==> src/hdl/lsu_defines.svh <==
////////////////////////////////////////////////////////////
// load/store unit build constants
// data width, memory word address width and queue depth
////////////////////////////////////////////////////////////

`ifndef LSU_DEFINES_SVH
`define LSU_DEFINES_SVH

// width of one data word and of the register file values
`define LSU_XLEN 32

// word address width on the data-memory bus
`define LSU_ADDR_W 16

// number of decoded accesses the queue can hold
`define LSU_FIFO_DEPTH 4

`endif

==> src/hdl/lsu_pkg.sv <==
////////////////////////////////////////////////////////////
// load/store unit shared types
// instruction fields, decoded access and bus bundles
////////////////////////////////////////////////////////////

`include "lsu_defines.svh"

package lsu_pkg;

    typedef logic [`LSU_XLEN-1:0]   xlen_t;
    typedef logic [`LSU_XLEN/8-1:0] strb_t;
    typedef logic [4:0]             reg_addr_t;
    typedef logic [`LSU_ADDR_W-1:0] word_addr_t;

    // major opcodes handled here, anything else is dropped
    typedef enum logic [6:0] {
        OP_LOAD  = 7'b0000011,
        OP_STORE = 7'b0100011
    } lsu_opcode_e;

    // funct3 access size, stores only use the signed codes
    typedef enum logic [2:0] {
        WIDTH_B  = 3'd0,
        WIDTH_H  = 3'd1,
        WIDTH_W  = 3'd2,
        WIDTH_BU = 3'd4,
        WIDTH_HU = 3'd5
    } lsu_width_e;

    ////////////////////////////////////////////////////////////
    // instruction side

    // R-type view, immediates are rebuilt from these fields
    typedef struct packed {
        logic [6:0] funct7;
        reg_addr_t  rs2;
        reg_addr_t  rs1;
        logic [2:0] funct3;
        reg_addr_t  rd;
        logic [6:0] opcode;
    } rv_inst_t;

    // instruction with its operand values already read
    typedef struct packed {
        rv_inst_t inst;
        xlen_t    rs1_val;
        xlen_t    rs2_val;
    } lsu_op_t;

    ////////////////////////////////////////////////////////////
    // queued access and bus bundles

    // one access as the decoder hands it to the sequencer
    typedef struct packed {
        logic       is_store;
        lsu_width_e width;
        word_addr_t word_addr;
        logic [1:0] offset;
        // store data already rotated to its byte lanes
        xlen_t      wdata;
        strb_t      strb0;
        strb_t      strb1;
        logic       two_phase;
        reg_addr_t  rd;
    } lsu_access_t;

    typedef struct packed {
        logic       wr;
        word_addr_t addr;
        xlen_t      wdata;
        strb_t      strb;
    } mem_req_t;

    typedef struct packed {
        reg_addr_t addr;
        xlen_t     value;
    } rd_write_t;

endpackage

==> src/hdl/lsu_request_decoder.sv <==
////////////////////////////////////////////////////////////
// load/store request decoder
// builds address, lane-aligned data and strobes of an access
////////////////////////////////////////////////////////////

`include "lsu_defines.svh"

module lsu_request_decoder (
    input  lsu_pkg::lsu_op_t     op,
    input  logic                 op_en,
    input  logic                 full,
    output logic                 push,
    output lsu_pkg::lsu_access_t access
);

    import lsu_pkg::*;

    localparam int STRB_W = `LSU_XLEN / 8;

    logic                      is_load;
    logic                      is_store;
    lsu_width_e                width;
    xlen_t                     imm;
    xlen_t                     byte_addr;
    logic [1:0]                offset;
    strb_t                     mask;
    logic [2*STRB_W-1:0]       strb_pair;
    logic [2*`LSU_XLEN-1:0]    wdata_pair;

    ////////////////////////////////////////////////////////////
    // address generation

    assign is_load  = (op.inst.opcode == OP_LOAD);
    assign is_store = (op.inst.opcode == OP_STORE);
    assign width    = lsu_width_e'(op.inst.funct3);

    // I-type keeps imm[4:0] in the rs2 slot, S-type in the rd slot
    always_comb begin
        if (is_store) begin
            imm = {{(`LSU_XLEN-12){op.inst.funct7[6]}}, op.inst.funct7, op.inst.rd};
        end else begin
            imm = {{(`LSU_XLEN-12){op.inst.funct7[6]}}, op.inst.funct7, op.inst.rs2};
        end
    end

    assign byte_addr = op.rs1_val + imm;
    assign offset    = byte_addr[1:0];

    ////////////////////////////////////////////////////////////
    // lane alignment

    // bytes touched before any shifting
    always_comb begin
        case (width)
            WIDTH_B, WIDTH_BU: mask = strb_t'(1);
            WIDTH_H, WIDTH_HU: mask = strb_t'(3);
            default:           mask = '1;
        endcase
    end

    // upper half holds the lanes that spill into the next word
    assign strb_pair  = {{STRB_W{1'b0}}, mask} << offset;

    // upper half of the doubled word shifted left is the rotation
    assign wdata_pair = {op.rs2_val, op.rs2_val} << {offset, 3'b000};

    always_comb begin
        access.is_store  = is_store;
        access.width     = width;
        access.word_addr = byte_addr[`LSU_ADDR_W+1:2];
        access.offset    = offset;
        access.wdata     = wdata_pair[2*`LSU_XLEN-1:`LSU_XLEN];
        access.strb0     = strb_pair[STRB_W-1:0];
        access.strb1     = strb_pair[2*STRB_W-1:STRB_W];
        // half at offset 3 or word off alignment crosses a word
        access.two_phase = |strb_pair[2*STRB_W-1:STRB_W];
        access.rd        = op.inst.rd;
    end

    // other opcodes are taken but never reach the queue
    assign push = op_en && !full && (is_load || is_store);

endmodule

==> src/hdl/lsu_access_fifo.sv <==
////////////////////////////////////////////////////////////
// access queue between decoder and memory sequencer
////////////////////////////////////////////////////////////

`include "lsu_defines.svh"

module lsu_access_fifo (
    input  logic                 aclk,
    input  logic                 aresetn,
    input  logic                 push,
    input  lsu_pkg::lsu_access_t wr_entry,
    input  logic                 pop,
    output logic                 full,
    output logic                 not_empty,
    output lsu_pkg::lsu_access_t rd_entry
);

    import lsu_pkg::*;

    localparam int DEPTH = `LSU_FIFO_DEPTH;
    localparam int PTR_W = (DEPTH > 1) ? $clog2(DEPTH) : 1;
    localparam int CNT_W = $clog2(DEPTH + 1);

    lsu_access_t      slots [DEPTH];
    logic [PTR_W-1:0] wr_ptr;
    logic [PTR_W-1:0] rd_ptr;
    logic [CNT_W-1:0] count;
    logic             do_push;
    logic             do_pop;

    // wrap explicitly so any depth works
    function automatic logic [PTR_W-1:0] next_ptr(input logic [PTR_W-1:0] ptr);
        if (ptr == PTR_W'(DEPTH - 1)) begin
            return '0;
        end
        return ptr + 1'b1;
    endfunction

    assign full      = (count == CNT_W'(DEPTH));
    assign not_empty = (count != '0);
    assign do_push   = push && !full;
    assign do_pop    = pop && not_empty;

    // head entry is read straight from storage
    assign rd_entry  = slots[rd_ptr];

    always_ff @(posedge aclk) begin
        if (do_push) begin
            slots[wr_ptr] <= wr_entry;
        end
    end

    always_ff @(posedge aclk or negedge aresetn) begin
        if (!aresetn) begin
            wr_ptr <= '0;
            rd_ptr <= '0;
            count  <= '0;
        end else begin
            if (do_push) begin
                wr_ptr <= next_ptr(wr_ptr);
            end
            if (do_pop) begin
                rd_ptr <= next_ptr(rd_ptr);
            end
            // simultaneous push and pop keep the level
            case ({do_push, do_pop})
                2'b10:   count <= count + 1'b1;
                2'b01:   count <= count - 1'b1;
                default: count <= count;
            endcase
        end
    end

endmodule

==> src/hdl/lsu_load_formatter.sv <==
////////////////////////////////////////////////////////////
// load formatter
// picks the addressed bytes and extends them to a full word
////////////////////////////////////////////////////////////

`include "lsu_defines.svh"

module lsu_load_formatter (
    input  lsu_pkg::lsu_width_e width,
    input  logic [1:0]          offset,
    input  logic                two_phase,
    input  lsu_pkg::xlen_t      first_word,
    input  lsu_pkg::xlen_t      last_word,
    output lsu_pkg::xlen_t      value
);

    import lsu_pkg::*;

    logic [2*`LSU_XLEN-1:0] pair;
    logic [2*`LSU_XLEN-1:0] shifted;
    xlen_t                  aligned;

    // split loads put the later word above the earlier one
    assign pair    = two_phase ? {last_word, first_word} : {{`LSU_XLEN{1'b0}}, last_word};
    assign shifted = pair >> {offset, 3'b000};
    assign aligned = shifted[`LSU_XLEN-1:0];

    always_comb begin
        case (width)
            WIDTH_B:  value = {{(`LSU_XLEN-8){aligned[7]}}, aligned[7:0]};
            WIDTH_H:  value = {{(`LSU_XLEN-16){aligned[15]}}, aligned[15:0]};
            WIDTH_BU: value = {{(`LSU_XLEN-8){1'b0}}, aligned[7:0]};
            WIDTH_HU: value = {{(`LSU_XLEN-16){1'b0}}, aligned[15:0]};
            // word load and any unused code
            default:  value = aligned;
        endcase
    end

endmodule

==> src/hdl/lsu_memory_sequencer.sv <==
////////////////////////////////////////////////////////////
// memory sequencer
// runs queued accesses in one or two bus phases, writes rd
////////////////////////////////////////////////////////////

module lsu_memory_sequencer (
    input  logic                 aclk,
    input  logic                 aresetn,
    input  logic                 not_empty,
    input  lsu_pkg::lsu_access_t entry,
    input  lsu_pkg::xlen_t       mem_rdata,
    input  logic                 mem_ready,
    output logic                 pop,
    output logic                 mem_en,
    output lsu_pkg::mem_req_t    mem_req,
    output logic                 rd_wr,
    output lsu_pkg::rd_write_t   rd
);

    import lsu_pkg::*;

    typedef enum logic [1:0] {
        ST_IDLE,
        ST_PHASE0,
        ST_PHASE1
    } seq_state_e;

    seq_state_e  state;
    lsu_access_t cur;
    xlen_t       first_word;
    xlen_t       load_value;
    logic        in_phase1;
    logic        phase0_split_done;
    logic        final_done;

    ////////////////////////////////////////////////////////////
    // bus request

    // take the head as soon as the bus is free
    assign pop       = (state == ST_IDLE) && not_empty;
    assign mem_en    = (state != ST_IDLE);
    assign in_phase1 = (state == ST_PHASE1);

    // second phase hits the following word with the spilled lanes
    always_comb begin
        mem_req.wr    = mem_en && cur.is_store;
        mem_req.addr  = cur.word_addr + word_addr_t'(in_phase1);
        mem_req.wdata = cur.wdata;
        mem_req.strb  = in_phase1 ? cur.strb1 : cur.strb0;
    end

    assign phase0_split_done = (state == ST_PHASE0) && mem_ready && cur.two_phase;
    assign final_done        = mem_ready &&
                               ((state == ST_PHASE0 && !cur.two_phase) || in_phase1);

    ////////////////////////////////////////////////////////////
    // phase control

    always_ff @(posedge aclk or negedge aresetn) begin
        if (!aresetn) begin
            state <= ST_IDLE;
            rd_wr <= 1'b0;
        end else begin
            // one cycle pulse per completed load
            rd_wr <= final_done && !cur.is_store;
            case (state)
                ST_IDLE: begin
                    if (not_empty) begin
                        state <= ST_PHASE0;
                    end
                end
                ST_PHASE0: begin
                    if (mem_ready) begin
                        state <= cur.two_phase ? ST_PHASE1 : ST_IDLE;
                    end
                end
                ST_PHASE1: begin
                    if (mem_ready) begin
                        state <= ST_IDLE;
                    end
                end
                default: begin
                    state <= ST_IDLE;
                end
            endcase
        end
    end

    ////////////////////////////////////////////////////////////
    // access and load data holding

    always_ff @(posedge aclk) begin
        if (pop) begin
            cur <= entry;
        end
        // low word of a split load waits for its partner
        if (phase0_split_done && !cur.is_store) begin
            first_word <= mem_rdata;
        end
        if (final_done && !cur.is_store) begin
            rd.addr  <= cur.rd;
            rd.value <= load_value;
        end
    end

    // last word comes straight from the bus on the final edge
    lsu_load_formatter u_formatter (
        .width      (cur.width),
        .offset     (cur.offset),
        .two_phase  (cur.two_phase),
        .first_word (first_word),
        .last_word  (mem_rdata),
        .value      (load_value)
    );

endmodule

==> src/hdl/lsu_top.sv <==
////////////////////////////////////////////////////////////
// load/store unit top
// decoder, access queue and memory sequencer in a chain
////////////////////////////////////////////////////////////

module lsu_top (
    input  logic               aclk,
    input  logic               aresetn,
    input  lsu_pkg::lsu_op_t   op,
    input  logic               op_en,
    output logic               op_ready,
    output logic               mem_en,
    output lsu_pkg::mem_req_t  mem_req,
    input  lsu_pkg::xlen_t     mem_rdata,
    input  logic               mem_ready,
    output logic               rd_wr,
    output lsu_pkg::rd_write_t rd
);

    import lsu_pkg::*;

    logic        push;
    logic        pop;
    logic        full;
    logic        not_empty;
    lsu_access_t dec_access;
    lsu_access_t head_access;

    // queue space is the only condition on taking an op
    assign op_ready = !full;

    lsu_request_decoder u_decoder (
        .op     (op),
        .op_en  (op_en),
        .full   (full),
        .push   (push),
        .access (dec_access)
    );

    lsu_access_fifo u_fifo (
        .aclk      (aclk),
        .aresetn   (aresetn),
        .push      (push),
        .wr_entry  (dec_access),
        .pop       (pop),
        .full      (full),
        .not_empty (not_empty),
        .rd_entry  (head_access)
    );

    lsu_memory_sequencer u_sequencer (
        .aclk      (aclk),
        .aresetn   (aresetn),
        .not_empty (not_empty),
        .entry     (head_access),
        .mem_rdata (mem_rdata),
        .mem_ready (mem_ready),
        .pop       (pop),
        .mem_en    (mem_en),
        .mem_req   (mem_req),
        .rd_wr     (rd_wr),
        .rd        (rd)
    );

endmodule

==> config.mk <==
export PLATFORM = sky130hd
export DESIGN_NAME = lsu_top
export DESIGN_NICKNAME = d
export VERILOG_FILES = /design/src/hdl/lsu_pkg.sv /design/src/hdl/lsu_request_decoder.sv /design/src/hdl/lsu_access_fifo.sv /design/src/hdl/lsu_load_formatter.sv /design/src/hdl/lsu_memory_sequencer.sv /design/src/hdl/lsu_top.sv
export VERILOG_INCLUDE_DIRS = /design/src /design/src/hdl
export SDC_FILE = /design/constraint.sdc
export NUM_CORES = 1
export LEC_CHECK = 0
export BUFFER_PORTS_ARGS = -buffer_cell sky130_fd_sc_hd__buf_2
export CAP_MARGIN = 20
export CORE_MARGIN = 2
export CORE_UTILIZATION = 53
export DETAILED_ROUTE_END_ITERATION = 10
export PLACE_DENSITY = 0.79
export SLEW_MARGIN = 40
export SYNTH_ARGS = -nofsm -noshare
export SYNTH_HDL_FRONTEND = slang
export SYNTH_HIERARCHICAL = 1
export SYNTH_SLANG_ARGS = --single-unit
==> constraint.sdc <==
create_clock -name aclk -period 4.9 [get_ports aclk]
set_input_delay 0.735 -clock aclk [delete_from_list [all_inputs] [get_ports aclk]]
set_output_delay 0.735 -clock aclk [all_outputs]
set_load 0.01 [all_outputs]
* Word-level counts from Yosys, hierarchy flattened *
Memory sizes are Yosys's and may differ from the RTL's. A register that Yosys moved wholly into a read port is not among the register bits.
Cells that the tools add are included.

cells by class
  bitwise operators = 0
  shift-type cells = 3
  muxes and demuxes = 21
  add/sub/neg operators = 6
  multiply operators = 0
  div/mod/pow operators = 0
  equality and inequality tests = 18
  order comparisons = 0
  reduce and logical (&&, ||, !) cells = 27

operator list
  kind                   count
  $pmux W32 S4           1
  $mux W64               1
  $shl A64 B5 Y64        1
  $shr A64 B5 Y32        1
  $add A18 B18 Y18       1
  $add A16 B1 Y16        1
  $mux W2                8
  $eq A3 B3 Y1 const B   5
  $logic_and A1 B1 Y1    12
  $eq A2 B2 Y1 const B   4
  $pmux W4 S2            1
  $shl A4 B2 Y8          1
  $eq A7 B2 Y1 const B   1
  $eq A7 B6 Y1 const B   1
  $eq A3 B1 Y1 const B   2
  $logic_not A3 Y1       2
  $mux W1                6
  $ne A2 B2 Y1 const B   3
  $pmux W2 S3            1
  $pmux W3 S2            1
  $mux W5                1
  $add A2 B1 Y2 const B  2
  $eq A2 B1 Y1 const B   2
  $mux W4                1
  other kinds (10)       15

storage, ports and cells
  RAM bits = 272
  bits in registers = 79
  output and inout port bits = 93
  input port bits = 132
  ROM bits = 0
  memories = 1
  latch bits = 0

memories
  memory        depth  width  rd ports  clocked after memory_dff  write ports  line                   RTL
  u_fifo.slots  4      68     1         1                         1            lsu_access_fifo.sv:24  lsu_access_t slots [DEPTH];

* Longest topological paths before layout *
  depth in word-level cells = 7
  gate-level depth with buffers = 12
  gate-level depth less buffers = 12

* Hierarchy *
Netlist, hierarchy kept.

modules (own cells, without submodules)
  module                cells each  times used  area each (sq um)  seq. area each (sq um)
  lsu_access_fifo       397         1           10237.3            8343.0
  lsu_memory_sequencer  231         1           4854.7             4189.0
  lsu_request_decoder   184         1           1818.0             0.0
  lsu_load_formatter    195         1           1796.7             0.0
  lsu_top               1           1           3.8                0.0

* Least setup slack after synthesis *
Ideal clock, no wire load.

  path kind = flip-flop to flip-flop
  from = register u_sequencer.state[0]
  to = register u_fifo.count[2]
  required time = 4.821 ns
  path slack = -0.336 ns
  arrival = 5.157 ns
  path buffers = 0
  cell stages (with the launch flop) = 11
  path through = dfrtp_1 or2_2 nor2_1 nand2_1 inv_1 ha_1 inv_1 fa_1 xor2_1 nor2_1 xor2_1

on the way
  word-level cells in the longest chain between the ends = 5

ends and longest elaborated chain
  what                                               line                        RTL
  start: declaration                                 lsu_memory_sequencer.sv:28  seq_state_e state;
  start signal: assignment                           lsu_memory_sequencer.sv:74  state <= cur.two_phase ? ST_PHASE1 : ST_IDLE;
  $logic_not A2 Y1 (*)                               lsu_memory_sequencer.sv:40  assign pop = (state == ST_IDLE) && not_empty;
  $logic_and A1 B1 Y1 (*)                            lsu_memory_sequencer.sv:40
  named net pop                                      lsu_top.sv:23               logic pop;
  $logic_and A1 B1 Y1 (*)                            lsu_access_fifo.sv:42       assign do_pop = pop && not_empty;
  named net u_fifo.do_pop                            lsu_access_fifo.sv:29       logic do_pop;
  $eq A2 B1 Y1 or $eq A2 B2 Y1 (tied branches)       lsu_access_fifo.sv:66       case ({do_push, do_pop})
  $pmux W3 S2 or $reduce_bool A2 Y1 (tied branches)  -
  end signal: assignment                             lsu_access_fifo.sv:67       2'b10: count <= count + 1'b1;
  end signal: assignment                             lsu_access_fifo.sv:68       2'b01: count <= count - 1'b1;
  end signal: assignment                             lsu_access_fifo.sv:69       default: count <= count;
  end: declaration                                   lsu_access_fifo.sv:27       logic [CNT_W-1:0] count;

The timed path passes the listed nets; every way through them passes the cells marked *.
A chain may end at the register's enable or synchronous reset.

==> load_flow_metrics.sql <==
INSERT INTO impl_metrics (metric_group, metric, value, unit) VALUES
('finish', 'non_filler_cells_in_the_finished_layout', '1681', ''),
('logic_synthesis', 'leading_cell_types_by_total_area_after_synthesis', 'sky130_fd_sc_hd__edfxtp_1 66%, sky130_fd_sc_hd__mux4_2 16%, sky130_fd_sc_hd__buf_4 1.9%, sky130_fd_sc_hd__ha_1 1.7%, sky130_fd_sc_hd__mux2i_1 1.4%', ''),
('worst_setup_path', 'startpoint_type', 'primary input', ''),
('grt', 'grt_start_max_net_pins', '71', ''),
('finish', 'layout.cell_area.non_filler', '21300', 'um2'),
('floorplan', 'io_pins', '225', ''),
('worst_setup_path', 'total_buffers_and_inverters_traversed_by_the_critical_path', '3', ''),
('clock_tree', 'clock_tree.htree_level_count', '2', ''),
('logic_synthesis', 'synth_seq_cells', '419', ''),
('route', 'antenna_violating_nets_left', '0', ''),
('clock_tree', 'cts_buffer_depth', '3', ''),
('clock_tree', 'number_of_sinks_on_the_clock_net', '419', ''),
('worst_setup_path', 'cp_data_arrival_time', '3.87', 'ns'),
('finish', 'drive_gt1_frac', '0.377', ''),
('sta', 'max-slew-margin-rel', '0.464', ''),
('grt', 'first_pass_grt_wire_length', '58900', 'um'),
('finish', 'fill_cells', '2429', ''),
('worst_setup_path', 'worst-endpoint-required', '5.15', 'ns'),
('placed_design', 'pre_cts_slack', '0.778', 'ns'),
('worst_setup_path', 'element_type_at_the_critical_path_end', 'register', ''),
('placed_design', 'dpl_cell_area', '20000', 'um2'),
('worst_setup_path', 'crit_path_max_fanout', '21', ''),
('route', 'postRouteWirelength', '38700', 'um'),
('worst_setup_path', 'critPathMaxStageDelay', '1.01', 'ns'),
('grt', 'grt_antenna_before_repair', '3', ''),
('sta', 'grt_setup_unrepaired', 'false', ''),
('worst_setup_path', 'path_cells', 'buf_2, nor4_1, and3_1, nand2_1, mux2_2, ha_2, inv_1, fa_2, inv_1, a21oi_1, o22ai_1', ''),
('finish', 'area.growth.synth_to_final', '13.8', '%'),
('logic_synthesis', 'syn-cell-area', '18700', 'um2'),
('logic_synthesis', 'ys_types', '73', ''),
('power', 'power_per_cell_area', '545', 'nW/um2'),
('clock_tree', 'buffer_cell_driving_the_clock_tree_root', 'sky130_fd_sc_hd__clkbuf_16', ''),
('sta', 'setup-violations-final', '0', ''),
('grt', 'track_usage', '0.213', ''),
('logic_synthesis', 'synth_top_cells_by_count', '409 x sky130_fd_sc_hd__edfxtp_1, 129 x sky130_fd_sc_hd__mux4_2, 47 x sky130_fd_sc_hd__buf_4', ''),
('clock_tree', 'cts_tree', 'built', ''),
('logic_synthesis', 'yosys.area.top_type_share', '0.656', ''),
('power', 'irDropWorstVdd', '0.530', 'mV'),
('logic_synthesis', 'syn_avg_cell_area', '18.6', 'um2'),
('logic_synthesis', 'async_sr_flop_fraction', '0.0239', ''),
('logic_synthesis', 'edff_count_synth', '409', ''),
('floorplan', 'fp.dieH', '192', 'um'),
('sta', 'fin_crit_sh', '0.738', ''),
('clock_tree', 'total_clock_buffers_created_by_cts', '43', ''),
('clock_tree', 'cts_resized', '0', ''),
('floorplan', 'floorplan.rows', '68', ''),
('logic_synthesis', 'synth_flop_cell', 'sky130_fd_sc_hd__edfxtp_1', ''),
('floorplan', 'core', '34600', 'um2'),
('sta', 'finalHoldViolations', '0', ''),
('floorplan', 'die_w', '192', 'um'),
('route', 'route.vias.total', '10190', ''),
('grt', 'grt_pass1_vias', '10374', ''),
('clock_tree', 'number_of_hold_buffers_added_after_cts', '0', ''),
('logic_synthesis', 'seq_area_frac_synth', '0.670', ''),
('grt', 'grt_remaining_overflow', '0', ''),
('finish', 'finish.utilization', '0.615', ''),
('route', 'remaining_drc_errors', '0', ''),
('worst_setup_path', 'timing_worst_setup_path_type', 'primary input to register', ''),
('route', 'route.detailed.wl_per_inst', '23.0', 'um'),
('logic_synthesis', 'netlist_instances', '1008', ''),
('placed_design', 'port_buffers', '205', ''),
('floorplan', 'initial_core_util', '0.540', ''),
('sta', 'sum_of_negative_setup_slack', '0', 'ns'),
('clock_tree', 'cts_post_setup_buffers_inserted', '0', ''),
('worst_setup_path', 'cell_mode_on_critical_path', 'sky130_fd_sc_hd__inv_1', ''),
('power', 'cellLeakagePower', '0.00742', 'uW'),
('worst_setup_path', 'path_delay_family', 'adder cells', ''),
('finish', 'nNetsFinal', '1348', ''),
('clock_tree', 'clk-insertion-delay-late', '0.54', 'ns'),
('sta', 'layout_setup_ws', '1.28', 'ns'),
('status', 'status', 'complete, no violations', '');
-- report_power, final --
part	switching, uW	internal, uW
Combinational	1920	1600
Clock	1310	1750
Sequential	274	4750
-- registers in the layout, indices dropped and copies added (netlist names) --
register,flops
u_fifo/wr_ptr,2
u_sequencer/mem_req,32
u_fifo/rd_ptr,2
u_sequencer/rd_wr,1
u_fifo/slots,272
u_sequencer/state,2
u_sequencer/rd,37
u_fifo/count,3
u_sequencer/first_word,32
u_sequencer/cur,36
-- metal layers --
metal / GRT usage / share of wire
met1: 0.284 / 0.40
met3: 0.0389 / 0.071
met2: 0.359 / 0.50
met5: 0 / 0.00034
met4: 0.0633 / 0.023
-- worst paths after layout --
kind / startpoint / end / slack (ns) / cells past startpoint
min in group aclk: op[78] / u_fifo/slots[3][66] / 0.41 / 1
max reg2reg: u_sequencer/cur[47] / u_sequencer/rd[20] / 2.24 / 5
min: aresetn / u_fifo/rd_ptr[0] / 0.04 / 1
min reg2reg: u_sequencer/cur[4] / u_sequencer/rd[36] / 0.42 / 0
max in group asynchronous: aresetn / u_fifo/rd_ptr[0] / 4.65 / 1
max: op[67] / u_fifo/slots[3][5] / 1.28 / 11
-- cell families after synthesis --
| group | Yosys count | synth area share |
|---|---|---|
| AOI/OAI and AO/OA | 108 | 0.0399 |
| xor gates and xnor gates | 33 | 0.0154 |
| adders and majority gates | 27 | 0.0189 |
| buffers and inverters | 114 | 0.0370 |
| DFF | 419 | 0.670 |
| muxes | 177 | 0.184 |
| other | 1 | 0.000200 |
| and+or+nand+nor | 129 | 0.0352 |
-- cells in the final DEF, fill, tap and decap left out, types with 5 or more instances in the layout --
| cell | n |
|---|---|
| sky130_fd_sc_hd__edfxtp_1 | 409 |
| sky130_fd_sc_hd__buf_2 | 205 |
| sky130_fd_sc_hd__mux4_2 | 129 |
| sky130_fd_sc_hd__clkbuf_16 | 44 |
| sky130_fd_sc_hd__nand2_1 | 37 |
| sky130_fd_sc_hd__nor2_1 | 32 |
| sky130_fd_sc_hd__mux2i_1 | 27 |
| sky130_fd_sc_hd__a21oi_1 | 26 |
| sky130_fd_sc_hd__xnor2_1 | 25 |
| sky130_fd_sc_hd__ha_1 | 24 |
| sky130_fd_sc_hd__inv_1 | 23 |
| sky130_fd_sc_hd__mux2_2 | 18 |
| sky130_fd_sc_hd__o211ai_1 | 18 |
| sky130_fd_sc_hd__o21ai_0 | 15 |
| sky130_fd_sc_hd__clkinv_1 | 14 |
| sky130_fd_sc_hd__buf_4 | 13 |
| sky130_fd_sc_hd__clkbuf_1 | 8 |
| sky130_fd_sc_hd__xor2_1 | 8 |
| sky130_fd_sc_hd__nand3_1 | 8 |
| sky130_fd_sc_hd__dfrtp_1 | 8 |
| sky130_fd_sc_hd__nand4_1 | 6 |
| sky130_fd_sc_hd__clkinv_2 | 5 |
| sky130_fd_sc_hd__a31oi_1 | 5 |
| sky130_fd_sc_hd__and3_2 | 5 |
-- through the flow --
step	hold slack, ns	power (uW)
final	0.0443	11600
after global routing	0.0326	12200
after CTS	0.0249	11700
after detailed placement	0.406	8630
after global placement	0.404	8530
after floorplan	0.400	7770
-- area by class of cell --
type | count | area [um2] | area share
Tap cell | 455 | 569 | 0.0267
Multi-Input combinational cell | 475 | 5510 | 0.259
Clock inverter | 27 | 195 | 0.00916
Antenna cell | 3 | 7.51 | 0.000352
Timing Repair Buffer | 227 | 1260 | 0.0593
Inverter | 23 | 86.3 | 0.00405
Sequential cell | 419 | 12500 | 0.589
Clock buffer | 52 | 1130 | 0.0531
No activity file was read; power rests on OpenSTA's default activity.
